**src/common/rv_pkg.sv**
```systemverilog
package rv_pkg;

	// ####################
	// Basic types
	// ####################

	typedef logic [31:0] word_t;     // Data or address word.
	typedef logic [3:0]  reg_addr_t; // RV32E register index.
	typedef logic [3:0]  strb_t;     // Byte write strobe.

	// Major opcodes used by the supported subset.
	typedef enum logic [6:0] {
		opc_op_imm = 7'b0010011,
		opc_op     = 7'b0110011,
		opc_lui    = 7'b0110111,
		opc_load   = 7'b0000011,
		opc_store  = 7'b0100011,
		opc_branch = 7'b1100011,
		opc_jal    = 7'b1101111,
		opc_system = 7'b1110011
	} opcode_t;

	typedef enum logic [3:0] {
		op_alu_imm,
		op_alu_reg,
		op_lui,
		op_load,
		op_store,
		op_branch,
		op_jal,
		op_halt,
		op_illegal
	} op_kind_t;

	typedef struct packed {
		word_t addr;
		word_t wdata;
		strb_t wstrb;
		logic  write;
	} bus_req_t;

	// ####################
	// Unit state machines
	// ####################

	typedef enum logic {fetch_idle, fetch_wait} fetch_state_t;

	typedef enum logic [1:0] {exec_idle, exec_run, exec_mem, exec_halt} exec_state_t;

	typedef enum logic [1:0] {lsu_idle, lsu_issue, lsu_wait} lsu_state_t;

	localparam word_t clint_base = 32'h0200_bff8; // Low word of mtime.
	localparam word_t reset_pc   = 32'h0000_0000;

endpackage

```
**src/core/rv_regfile.sv**
```systemverilog
module rv_regfile #(
	parameter int num_regs = 16
) (
	input  logic              clock,
	input  logic              rst,
	input  rv_pkg::reg_addr_t raddr1,
	input  rv_pkg::reg_addr_t raddr2,
	output rv_pkg::word_t     rdata1,
	output rv_pkg::word_t     rdata2,
	input  logic              wen,
	input  rv_pkg::reg_addr_t waddr,
	input  rv_pkg::word_t     wdata
);
	import rv_pkg::*;

	word_t regs [num_regs];

	logic write_ok;

	// x0 is never written, so it reads back the reset value.
	assign write_ok = wen && (waddr != '0) && (int'(waddr) < num_regs);

	always_ff @(posedge clock) begin
		if (rst) begin
			for (int i = 0; i < num_regs; i++) begin
				regs[i] <= '0;
			end
		end else if (write_ok) begin
			regs[waddr] <= wdata;
		end
	end

	assign rdata1 = regs[raddr1]; // Combinational read.
	assign rdata2 = regs[raddr2];

endmodule

```
**src/core/rv_fetch.sv**
```systemverilog
module rv_fetch (
	input  logic          clock,
	input  logic          rst,
	input  logic          retire,
	input  rv_pkg::word_t next_pc,
	input  logic          halted,
	output logic          fetch_req_valid,
	output rv_pkg::word_t fetch_addr,
	input  logic          fetch_resp_valid,
	input  rv_pkg::word_t fetch_data,
	output logic          inst_valid,
	output rv_pkg::word_t inst,
	output rv_pkg::word_t pc
);
	import rv_pkg::*;

	fetch_state_t state;
	logic         boot_q;

	// First fetch goes out as soon as reset is released.
	assign fetch_req_valid = !halted && (retire || (boot_q && !rst));
	assign fetch_addr      = retire ? next_pc : pc;

	always_ff @(posedge clock) begin
		if (rst) begin
			state      <= fetch_idle;
			boot_q     <= 1'b1;
			pc         <= reset_pc;
			inst_valid <= 1'b0;
		end else begin
			inst_valid <= 1'b0;
			case (state)
				fetch_idle: if (fetch_req_valid) begin
					state  <= fetch_wait;
					boot_q <= 1'b0;
					pc     <= fetch_addr; // PC of the instruction in flight.
				end
				fetch_wait: if (fetch_resp_valid) begin
					state      <= fetch_idle;
					inst_valid <= 1'b1;
				end
				default: state <= fetch_idle;
			endcase
		end
	end

	always_ff @(posedge clock) begin
		if (state == fetch_wait && fetch_resp_valid) inst <= fetch_data;
	end

	// ####################
	// Checks
	// ####################

	a_no_req_in_wait: assert property (@(posedge clock) disable iff (rst)
		state == fetch_wait |-> !fetch_req_valid);

endmodule

```
**src/core/rv_execute.sv**
```systemverilog
module rv_execute (
	input  logic               clock,
	input  logic               rst,
	input  logic               inst_valid,
	input  rv_pkg::word_t      inst,
	input  rv_pkg::word_t      pc,
	output rv_pkg::reg_addr_t  rs1,
	output rv_pkg::reg_addr_t  rs2,
	input  rv_pkg::word_t      rs1_data,
	input  rv_pkg::word_t      rs2_data,
	output logic               reg_wen,
	output rv_pkg::reg_addr_t  rd,
	output rv_pkg::word_t      wb_data,
	output logic               mem_start,
	output rv_pkg::bus_req_t   mem_op,
	input  logic               mem_done,
	input  rv_pkg::word_t      load_data,
	output logic               retire,
	output rv_pkg::word_t      next_pc,
	output logic               halted
);
	import rv_pkg::*;

	exec_state_t state;
	word_t       inst_q;
	word_t       pc_q;
	op_kind_t    kind;
	logic [2:0]  funct3;
	logic [6:0]  funct7;
	logic        alu_f3_ok;
	word_t       imm_i, imm_s, imm_b, imm_u, imm_j;
	word_t       alu_b;
	word_t       alu_out;
	word_t       pc_plus4;
	logic        take_branch;
	logic        run;
	logic        is_mem;

	assign funct3 = inst_q[14:12];
	assign funct7 = inst_q[31:25];
	assign rs1    = inst_q[18:15];
	assign rs2    = inst_q[23:20];
	assign rd     = inst_q[10:7];

	assign imm_i = {{20{inst_q[31]}}, inst_q[31:20]};
	assign imm_s = {{20{inst_q[31]}}, inst_q[31:25], inst_q[11:7]};
	assign imm_b = {{19{inst_q[31]}}, inst_q[31], inst_q[7], inst_q[30:25], inst_q[11:8], 1'b0};
	assign imm_u = {inst_q[31:12], 12'b0};
	assign imm_j = {{11{inst_q[31]}}, inst_q[31], inst_q[19:12], inst_q[20], inst_q[30:21], 1'b0};

	assign alu_f3_ok = funct3 inside {3'b000, 3'b010, 3'b100, 3'b110, 3'b111};

	// ####################
	// Decode
	// ####################

	// Register numbers above x15 do not exist in RV32E.
	always_comb begin
		kind = op_illegal;
		case (inst_q[6:0])
			opc_op_imm: if (alu_f3_ok && !inst_q[11] && !inst_q[19]) kind = op_alu_imm;
			opc_op: if (!inst_q[11] && !inst_q[19] && !inst_q[24] &&
					((funct7 == 7'b0000000 && alu_f3_ok) ||
					(funct7 == 7'b0100000 && funct3 == 3'b000))) kind = op_alu_reg;
			opc_lui: if (!inst_q[11]) kind = op_lui;
			opc_load: if (funct3 == 3'b010 && !inst_q[11] && !inst_q[19]) kind = op_load;
			opc_store: if (funct3 == 3'b010 && !inst_q[19] && !inst_q[24]) kind = op_store;
			opc_branch: if (funct3[2:1] == 2'b00 && !inst_q[19] && !inst_q[24]) kind = op_branch;
			opc_jal: if (!inst_q[11]) kind = op_jal;
			opc_system: if (inst_q == 32'h0010_0073) kind = op_halt; // ebreak.
			default: kind = op_illegal;
		endcase
	end

	// ####################
	// ALU and next PC
	// ####################

	assign alu_b = (kind == op_alu_reg) ? rs2_data : imm_i;

	always_comb begin
		case (funct3)
			3'b000:  alu_out = (kind == op_alu_reg && funct7[5]) ? rs1_data - alu_b : rs1_data + alu_b;
			3'b010:  alu_out = {31'b0, $signed(rs1_data) < $signed(alu_b)};
			3'b100:  alu_out = rs1_data ^ alu_b;
			3'b110:  alu_out = rs1_data | alu_b;
			3'b111:  alu_out = rs1_data & alu_b;
			default: alu_out = rs1_data + alu_b;
		endcase
	end

	assign pc_plus4    = pc_q + 32'd4;
	assign take_branch = (rs1_data == rs2_data) ^ funct3[0]; // beq or bne.
	assign next_pc     = (kind == op_jal) ? pc_q + imm_j :
		(kind == op_branch && take_branch) ? pc_q + imm_b : pc_plus4;

	assign wb_data = (state == exec_mem) ? load_data :
		(kind == op_lui) ? imm_u :
		(kind == op_jal) ? pc_plus4 : alu_out;

	assign run    = state == exec_run;
	assign is_mem = kind == op_load || kind == op_store;

	assign mem_start = run && is_mem;
	assign retire    = (run && (kind inside {op_alu_imm, op_alu_reg, op_lui, op_branch, op_jal})) ||
		(state == exec_mem && mem_done);
	assign reg_wen   = (run && (kind inside {op_alu_imm, op_alu_reg, op_lui, op_jal})) ||
		(state == exec_mem && mem_done && kind == op_load);
	assign halted    = state == exec_halt;

	assign mem_op.addr  = rs1_data + ((kind == op_store) ? imm_s : imm_i);
	assign mem_op.wdata = rs2_data;
	assign mem_op.wstrb = {4{kind == op_store}};
	assign mem_op.write = kind == op_store;

	always_ff @(posedge clock) begin
		if (rst) begin
			state <= exec_idle;
		end else begin
			case (state)
				exec_idle: if (inst_valid) state <= exec_run;
				exec_run: begin
					if (is_mem) state <= exec_mem;
					else if (kind == op_halt || kind == op_illegal) state <= exec_halt;
					else state <= exec_idle;
				end
				exec_mem: if (mem_done) state <= exec_idle;
				default: state <= exec_halt; // Halted for good.
			endcase
		end
	end

	always_ff @(posedge clock) begin
		if (inst_valid) begin
			inst_q <= inst;
			pc_q   <= pc;
		end
	end

	// A completion only arrives while a memory operation waits on it.
	a_done_when_pending: assert property (@(posedge clock) disable iff (rst)
		mem_done |-> state == exec_mem);

endmodule

```
**src/core/rv_lsu.sv**
```systemverilog
module rv_lsu (
	input  logic             clock,
	input  logic             rst,
	input  logic             mem_start,
	input  rv_pkg::bus_req_t mem_op,
	output logic             lsu_req_valid,
	output rv_pkg::bus_req_t lsu_req,
	input  logic             lsu_resp_valid,
	input  rv_pkg::word_t    lsu_rdata,
	output logic             mem_done,
	output rv_pkg::word_t    load_data
);
	import rv_pkg::*;

	lsu_state_t state;
	bus_req_t   op_q;

	assign lsu_req_valid = state == lsu_issue;
	assign lsu_req       = op_q;
	assign mem_done      = (state == lsu_wait) && lsu_resp_valid; // Store ack too.
	assign load_data     = lsu_rdata;

	always_ff @(posedge clock) begin
		if (rst) begin
			state <= lsu_idle;
		end else begin
			case (state)
				lsu_idle:  if (mem_start) state <= lsu_issue;
				lsu_issue: state <= lsu_wait;
				lsu_wait:  if (lsu_resp_valid) state <= lsu_idle;
				default:   state <= lsu_idle;
			endcase
		end
	end

	always_ff @(posedge clock) begin
		if (mem_start) op_q <= mem_op;
	end

	// ####################
	// Checks
	// ####################

	a_start_when_idle: assert property (@(posedge clock) disable iff (rst)
		mem_start |-> state == lsu_idle);

endmodule

```
**src/hdl/bus_arbiter.sv**
```systemverilog
module bus_arbiter (
	input  logic             clock,
	input  logic             rst,
	input  logic             fetch_req_valid,
	input  rv_pkg::word_t    fetch_addr,
	output logic             fetch_resp_valid,
	output rv_pkg::word_t    fetch_rdata,
	input  logic             lsu_req_valid,
	input  rv_pkg::bus_req_t lsu_req,
	output logic             lsu_resp_valid,
	output rv_pkg::word_t    lsu_rdata,
	output logic             mem_req_valid,
	output rv_pkg::bus_req_t mem_req,
	input  logic             mem_resp_valid,
	input  rv_pkg::word_t    mem_rdata,
	output logic             clint_req_valid,
	input  logic             clint_resp_valid,
	input  rv_pkg::word_t    clint_rdata
);
	import rv_pkg::*;

	bus_req_t req;
	logic     req_any;
	logic     hit_clint;
	logic     busy_q, owner_lsu_q, target_clint_q;
	logic     resp_valid;
	word_t    resp_data;

	assign req_any   = fetch_req_valid || lsu_req_valid;
	assign req       = lsu_req_valid ? lsu_req : '{addr: fetch_addr, wdata: '0, wstrb: '0, write: 1'b0};
	assign hit_clint = req.addr == clint_base;

	assign mem_req_valid   = req_any && !hit_clint;
	assign mem_req         = req;
	assign clint_req_valid = req_any && hit_clint;

	assign resp_valid = busy_q && (target_clint_q ? clint_resp_valid : mem_resp_valid);
	assign resp_data  = target_clint_q ? clint_rdata : mem_rdata;

	assign fetch_resp_valid = resp_valid && !owner_lsu_q;
	assign lsu_resp_valid   = resp_valid && owner_lsu_q;
	assign fetch_rdata      = resp_data;
	assign lsu_rdata        = resp_data;

	// Owner and target held until the single response returns.
	always_ff @(posedge clock) begin
		if (rst) begin
			busy_q         <= 1'b0;
			owner_lsu_q    <= 1'b0;
			target_clint_q <= 1'b0;
		end else if (req_any) begin
			busy_q         <= 1'b1;
			owner_lsu_q    <= lsu_req_valid;
			target_clint_q <= hit_clint;
		end else if (resp_valid) begin
			busy_q <= 1'b0;
		end
	end

	a_one_requester: assert property (@(posedge clock) disable iff (rst)
		!(fetch_req_valid && lsu_req_valid));

endmodule

```
**src/hdl/clint_timer.sv**
```systemverilog
module clint_timer #(
	parameter int unsigned mtime_step = 1
) (
	input  logic          clock,
	input  logic          rst,
	input  logic          req_valid,
	output logic          resp_valid,
	output rv_pkg::word_t rdata
);
	import rv_pkg::*;

	word_t mtime;

	always_ff @(posedge clock) begin
		if (rst) begin
			mtime      <= '0;
			resp_valid <= 1'b0;
		end else begin
			mtime      <= mtime + word_t'(mtime_step);
			resp_valid <= req_valid; // Answer one cycle later.
		end
	end

	always_ff @(posedge clock) begin
		if (req_valid) rdata <= mtime;
	end

endmodule

```
**src/hdl/rv_core_top.sv**
```systemverilog
module rv_core_top #(
	parameter int unsigned mtime_step = 1,
	parameter int          num_regs   = 16
) (
	input  logic             clock,
	input  logic             rst,
	output logic             mem_req_valid,
	output rv_pkg::bus_req_t mem_req,
	input  logic             mem_resp_valid,
	input  rv_pkg::word_t    mem_rdata,
	output logic             halted
);
	import rv_pkg::*;

	logic      fetch_req_valid, fetch_resp_valid;
	word_t     fetch_addr, fetch_rdata;
	logic      inst_valid, retire;
	word_t     inst, pc, next_pc;
	reg_addr_t rs1, rs2, rd;
	word_t     rs1_data, rs2_data, wb_data;
	logic      reg_wen;
	logic      mem_start, mem_done;
	bus_req_t  mem_op;
	word_t     load_data;
	logic      lsu_req_valid, lsu_resp_valid;
	bus_req_t  lsu_req;
	word_t     lsu_rdata;
	logic      clint_req_valid, clint_resp_valid;
	word_t     clint_rdata;

	rv_fetch fetch_i (.clock(clock), .rst(rst), .retire(retire), .next_pc(next_pc),
		.halted(halted), .fetch_req_valid(fetch_req_valid), .fetch_addr(fetch_addr),
		.fetch_resp_valid(fetch_resp_valid), .fetch_data(fetch_rdata),
		.inst_valid(inst_valid), .inst(inst), .pc(pc));

	rv_execute execute_i (.clock(clock), .rst(rst), .inst_valid(inst_valid), .inst(inst),
		.pc(pc), .rs1(rs1), .rs2(rs2), .rs1_data(rs1_data), .rs2_data(rs2_data),
		.reg_wen(reg_wen), .rd(rd), .wb_data(wb_data), .mem_start(mem_start),
		.mem_op(mem_op), .mem_done(mem_done), .load_data(load_data), .retire(retire),
		.next_pc(next_pc), .halted(halted));

	rv_lsu lsu_i (.clock(clock), .rst(rst), .mem_start(mem_start), .mem_op(mem_op),
		.lsu_req_valid(lsu_req_valid), .lsu_req(lsu_req), .lsu_resp_valid(lsu_resp_valid),
		.lsu_rdata(lsu_rdata), .mem_done(mem_done), .load_data(load_data));

	rv_regfile #(.num_regs(num_regs)) regfile_i (.clock(clock), .rst(rst),
		.raddr1(rs1), .raddr2(rs2), .rdata1(rs1_data), .rdata2(rs2_data),
		.wen(reg_wen), .waddr(rd), .wdata(wb_data));

	bus_arbiter arbiter_i (.clock(clock), .rst(rst),
		.fetch_req_valid(fetch_req_valid), .fetch_addr(fetch_addr),
		.fetch_resp_valid(fetch_resp_valid), .fetch_rdata(fetch_rdata),
		.lsu_req_valid(lsu_req_valid), .lsu_req(lsu_req),
		.lsu_resp_valid(lsu_resp_valid), .lsu_rdata(lsu_rdata),
		.mem_req_valid(mem_req_valid), .mem_req(mem_req),
		.mem_resp_valid(mem_resp_valid), .mem_rdata(mem_rdata),
		.clint_req_valid(clint_req_valid), .clint_resp_valid(clint_resp_valid),
		.clint_rdata(clint_rdata));

	clint_timer #(.mtime_step(mtime_step)) clint_i (.clock(clock), .rst(rst),
		.req_valid(clint_req_valid), .resp_valid(clint_resp_valid), .rdata(clint_rdata));

endmodule

```
**config.mk**
```make
export PLATFORM = sky130hd
export DESIGN_NAME = rv_core_top
export DESIGN_NICKNAME = d
export VERILOG_FILES = /design/src/common/rv_pkg.sv /design/src/core/rv_regfile.sv /design/src/core/rv_fetch.sv /design/src/core/rv_execute.sv /design/src/core/rv_lsu.sv /design/src/hdl/bus_arbiter.sv /design/src/hdl/clint_timer.sv /design/src/hdl/rv_core_top.sv
export SDC_FILE = /design/constraint.sdc
export NUM_CORES = 2
export LEC_CHECK = 0
export BUFFER_PORTS_ARGS = -buffer_cell sky130_fd_sc_hd__buf_2
export CAP_MARGIN = 10
export CORE_UTILIZATION = 58
export DETAILED_ROUTE_END_ITERATION = 10
export GPL_TIMING_DRIVEN = 1
export PLACE_DENSITY_LB_ADDON = 0.1
export SYNTH_ARGS = -nofsm -noshare
export SYNTH_HDL_FRONTEND = slang
export SYNTH_SLANG_ARGS = --single-unit
```
**constraint.sdc**
```tcl
create_clock -name clock -period 7.7 [get_ports clock]
set_input_delay 0.77 -clock clock [delete_from_list [all_inputs] [get_ports clock]]
set_output_delay 0.77 -clock clock [all_outputs]
set_load 0.03 [all_outputs]
```
==> metrics.yaml <==
status: "complete, no violations"
grt_pass1_vias: 36500
design_area_um2: 52900
fin_util_pct: 65.7
clock_path_buffers: 3
nNetsFinal: 4575
maxCapViolations: 0
fin_crit_sh_pct: 99.5
slew_viol_final: 0
worstSetupStartpointType: "flip-flop"
critPathKind: "reg2out"
avgSynthCellArea_um2: 11.2
finalSetupViolCount: 0
h-tree-depth: 3
reg2reg_to: "regfile_i.regs[4][31]$_SDFFCE_PN0P_"
fin_tns_setup_ns: 0
io_pins: 106
crit_required_ns: 6.93
period_minus_slack_ns: 7.66
drt_first_iter_violations: 5685
tightest_slew_ns: 1.41
clock_sinks: 788
grt_use_total_pct: 43.0
leakage_nw: 19.8
drc_errors: 0
vias: 38400
maxSlewHeadroom_pct: 4.95
routed_via_density: 6.97
area_growth_pct: 12.1
path_max_fanout: 22
peakVddDrop_mv: 0.213
gp_congestion: 1.04
grt_max_degree: 75
clock_latency_ns: 0.69
hold_viol_final: 0
yosys-top-cells-count: "768 x nor2_1, 705 x edfxtp_1, 281 x nand2_1"
core_region_area_um2: 80500
synthDistinctLibCells: 99
cts_root_buf: "clkbuf_16"
powerDensity_nw_per_um2: 188
fin_skew_ns: 0.0573
routedWlPerCell_um: 32.3
overflow: 0
first_pass_iters: 7
start_util_pct: 58.6
antenna_found_initial: 9
synth.area.top_cells: "edfxtp_1 45%, mux4_2 12%, nor2_1 6.1%, ha_1 4.1%, dfxtp_1 3.5%"
place_area_um2: 49900
dp_hpwl_mm: 123
async_reset_ff_share_pct: 0
rsz0062_at_grt: "true"
drive_above_1_share_pct: 19.5
cp-endpoint: "mem_req_valid"
die_area_um2: 82500
cts_buffers: 85
hold_path_depth: 0
worst_hold_slack_ns: 0.416
cp-end-kind: "primary output"
grt_pass1_wl_mm: 253
row_count: 104
arrival_ns: 6.89
reg2reg_depth: 27
syn_area_um2: 47200
ant_nets: 0
synth_cells: 4224
hold_path.class: "reg2reg"
seq_area_frac_synth_pct: 48.4
reg2reg_slack_ns: 0.29
yosysMostFrequentCell: "nor2_1"
antenna_cells: 0
synth_edf_count: 705
die_h_um: 287
clk_pin_slew_worst_paths_ns: 0.07
max_freq_ghz: 0.131
cts_tree: "yes"
port_buffers: 105
die_x_um: 287
holdBufCountCts: 0
synth_top_area_share_pct: 44.8
totalWireLength_mm: 178
yosysWarnings: 0
synth-seq-cells: 788
synth_top_area_cell: "edfxtp_1"
synth_flop_cell: "edfxtp_1"
==> logic make-up after synthesis <==
group / after synthesis / synth area share, %
DFF: 788 / 48.4
other: 1 / 0.00794
xor gates and xnor gates: 179 / 3.32
buffers and inverters: 406 / 3.63
muxes: 360 / 14.6
and+or+nand+nor: 1458 / 13.7
adders and majority gates: 158 / 4.27
AOI/OAI and AO/OA: 874 / 12.1
==> layout by cell type, fill, tap and decap left out, types with 82 or more instances in the layout <==
| master | instances |
|---|---|
| nand2_1 | 269 |
| edfxtp_1 | 705 |
| ha_1 | 153 |
| nor2_1 | 766 |
| clkbuf_16 | 87 |
| xnor2_1 | 97 |
| mux4_2 | 257 |
| buf_2 | 104 |
| o21ai_0 | 139 |
| xor2_1 | 82 |
| inv_1 | 115 |
| buf_4 | 203 |
| a21oi_1 | 248 |
==> repair_timing <==
action	CTS	global route
buffers inserted	1	6
resized for setup	3	12
endpoints found under the hold margin	0	0
pin swaps	0	0
setup endpoints to repair	1	16
==> worst max-delay path, stage by stage, from the launching register on <==
cell,delay [ns]
dfxtp_2,0.66
buf_4,0.41
or2_2,0.34
o22ai_1,0.11
nor2_1,0.49
xnor2_1,0.23
nand3_1,0.14
or4bb_1,0.64
or4_4,0.61
and2_4,0.29
or3_1,0.41
a31oi_1,0.30
mux2i_2,0.19
o41ai_1,0.39
nand4_1,0.13
or4_1,0.45
o21ba_2,0.23
buf_2,0.18
==> sequential cells by signal, indices dropped and copies added (netlist names), 32 cells and up, named ones only <==
register	cells
regfile_i.regs	512
lsu_i.lsu_req	65
clint_i.mtime	32
clint_i.rdata	32
execute_i.inst_q	32
execute_i.pc_q	32
fetch_i.inst	32
fetch_i.pc	32
==> through the flow <==
stage | worst slack, ns | cells | total power [W]
3_5_place_dp | 0.385 | 5348 | 0.00582
3_3_place_gp | 0.447 | 5348 | 0.00581
4_1_cts | 0.00494 | 5506 | 0.00993
2_1_floorplan | 0.480 | 4255 | 0.00544
5_1_grt | -0.0594 | 5512 | 0.0102
6_report | 0.0384 | 5512 | 0.00996
==> how the worst min path moves through the flow <==
stage                                     from                        endpoint  slack (ns)
floorplan            fetch_i.inst[0]$_DFFE_PP_   execute_i.inst_q[0]$_DFFE_PP_        0.40
global route        fetch_i.inst[14]$_DFFE_PP_  execute_i.inst_q[14]$_DFFE_PP_        0.42
finish              fetch_i.pc[6]$_SDFFE_PP0P_     execute_i.pc_q[6]$_DFFE_PP_        0.42
detailed placement   fetch_i.inst[0]$_DFFE_PP_   execute_i.inst_q[0]$_DFFE_PP_        0.40
global placement     fetch_i.inst[2]$_DFFE_PP_   execute_i.inst_q[2]$_DFFE_PP_        0.40
CTS                             mem_resp_valid   arbiter_i.busy_q$_SDFFE_PP0P_        0.41
==> final cells by class <==
class                      instances  area, um^2
inverter                         117         439
tap                             1060        1330
fill                            6223       27600
clock buffer                     105        2280
clock inverter                    52         561
timing repair buffer             329        2480
sequential                       788       22900
multi-input combinational       3061       23000
==> layer usage <==
layer	routed length, um	GRT usage (%)	vias to the layer above
li1	-	-	16100
met1	63900	56.9	18700
met2	77500	63.8	2928
met3	24000	11.4	669
met4	12600	25.6	14
met5	92	0	-
==> power by group <==
| group | leakage, nW | switching [W] | total [W] | internal, W |
|---|---|---|---|---|
| registers | 7.72 | 0.0000678 | 0.00482 | 0.00476 |
| logic | 10.7 | 0.000607 | 0.000954 | 0.000347 |
| clock network | 1.38 | 0.00182 | 0.00419 | 0.00237 |
| total | 19.8 | 0.00249 | 0.00996 | 0.00747 |
Note: power is estimated with default switching activity, not from simulation.
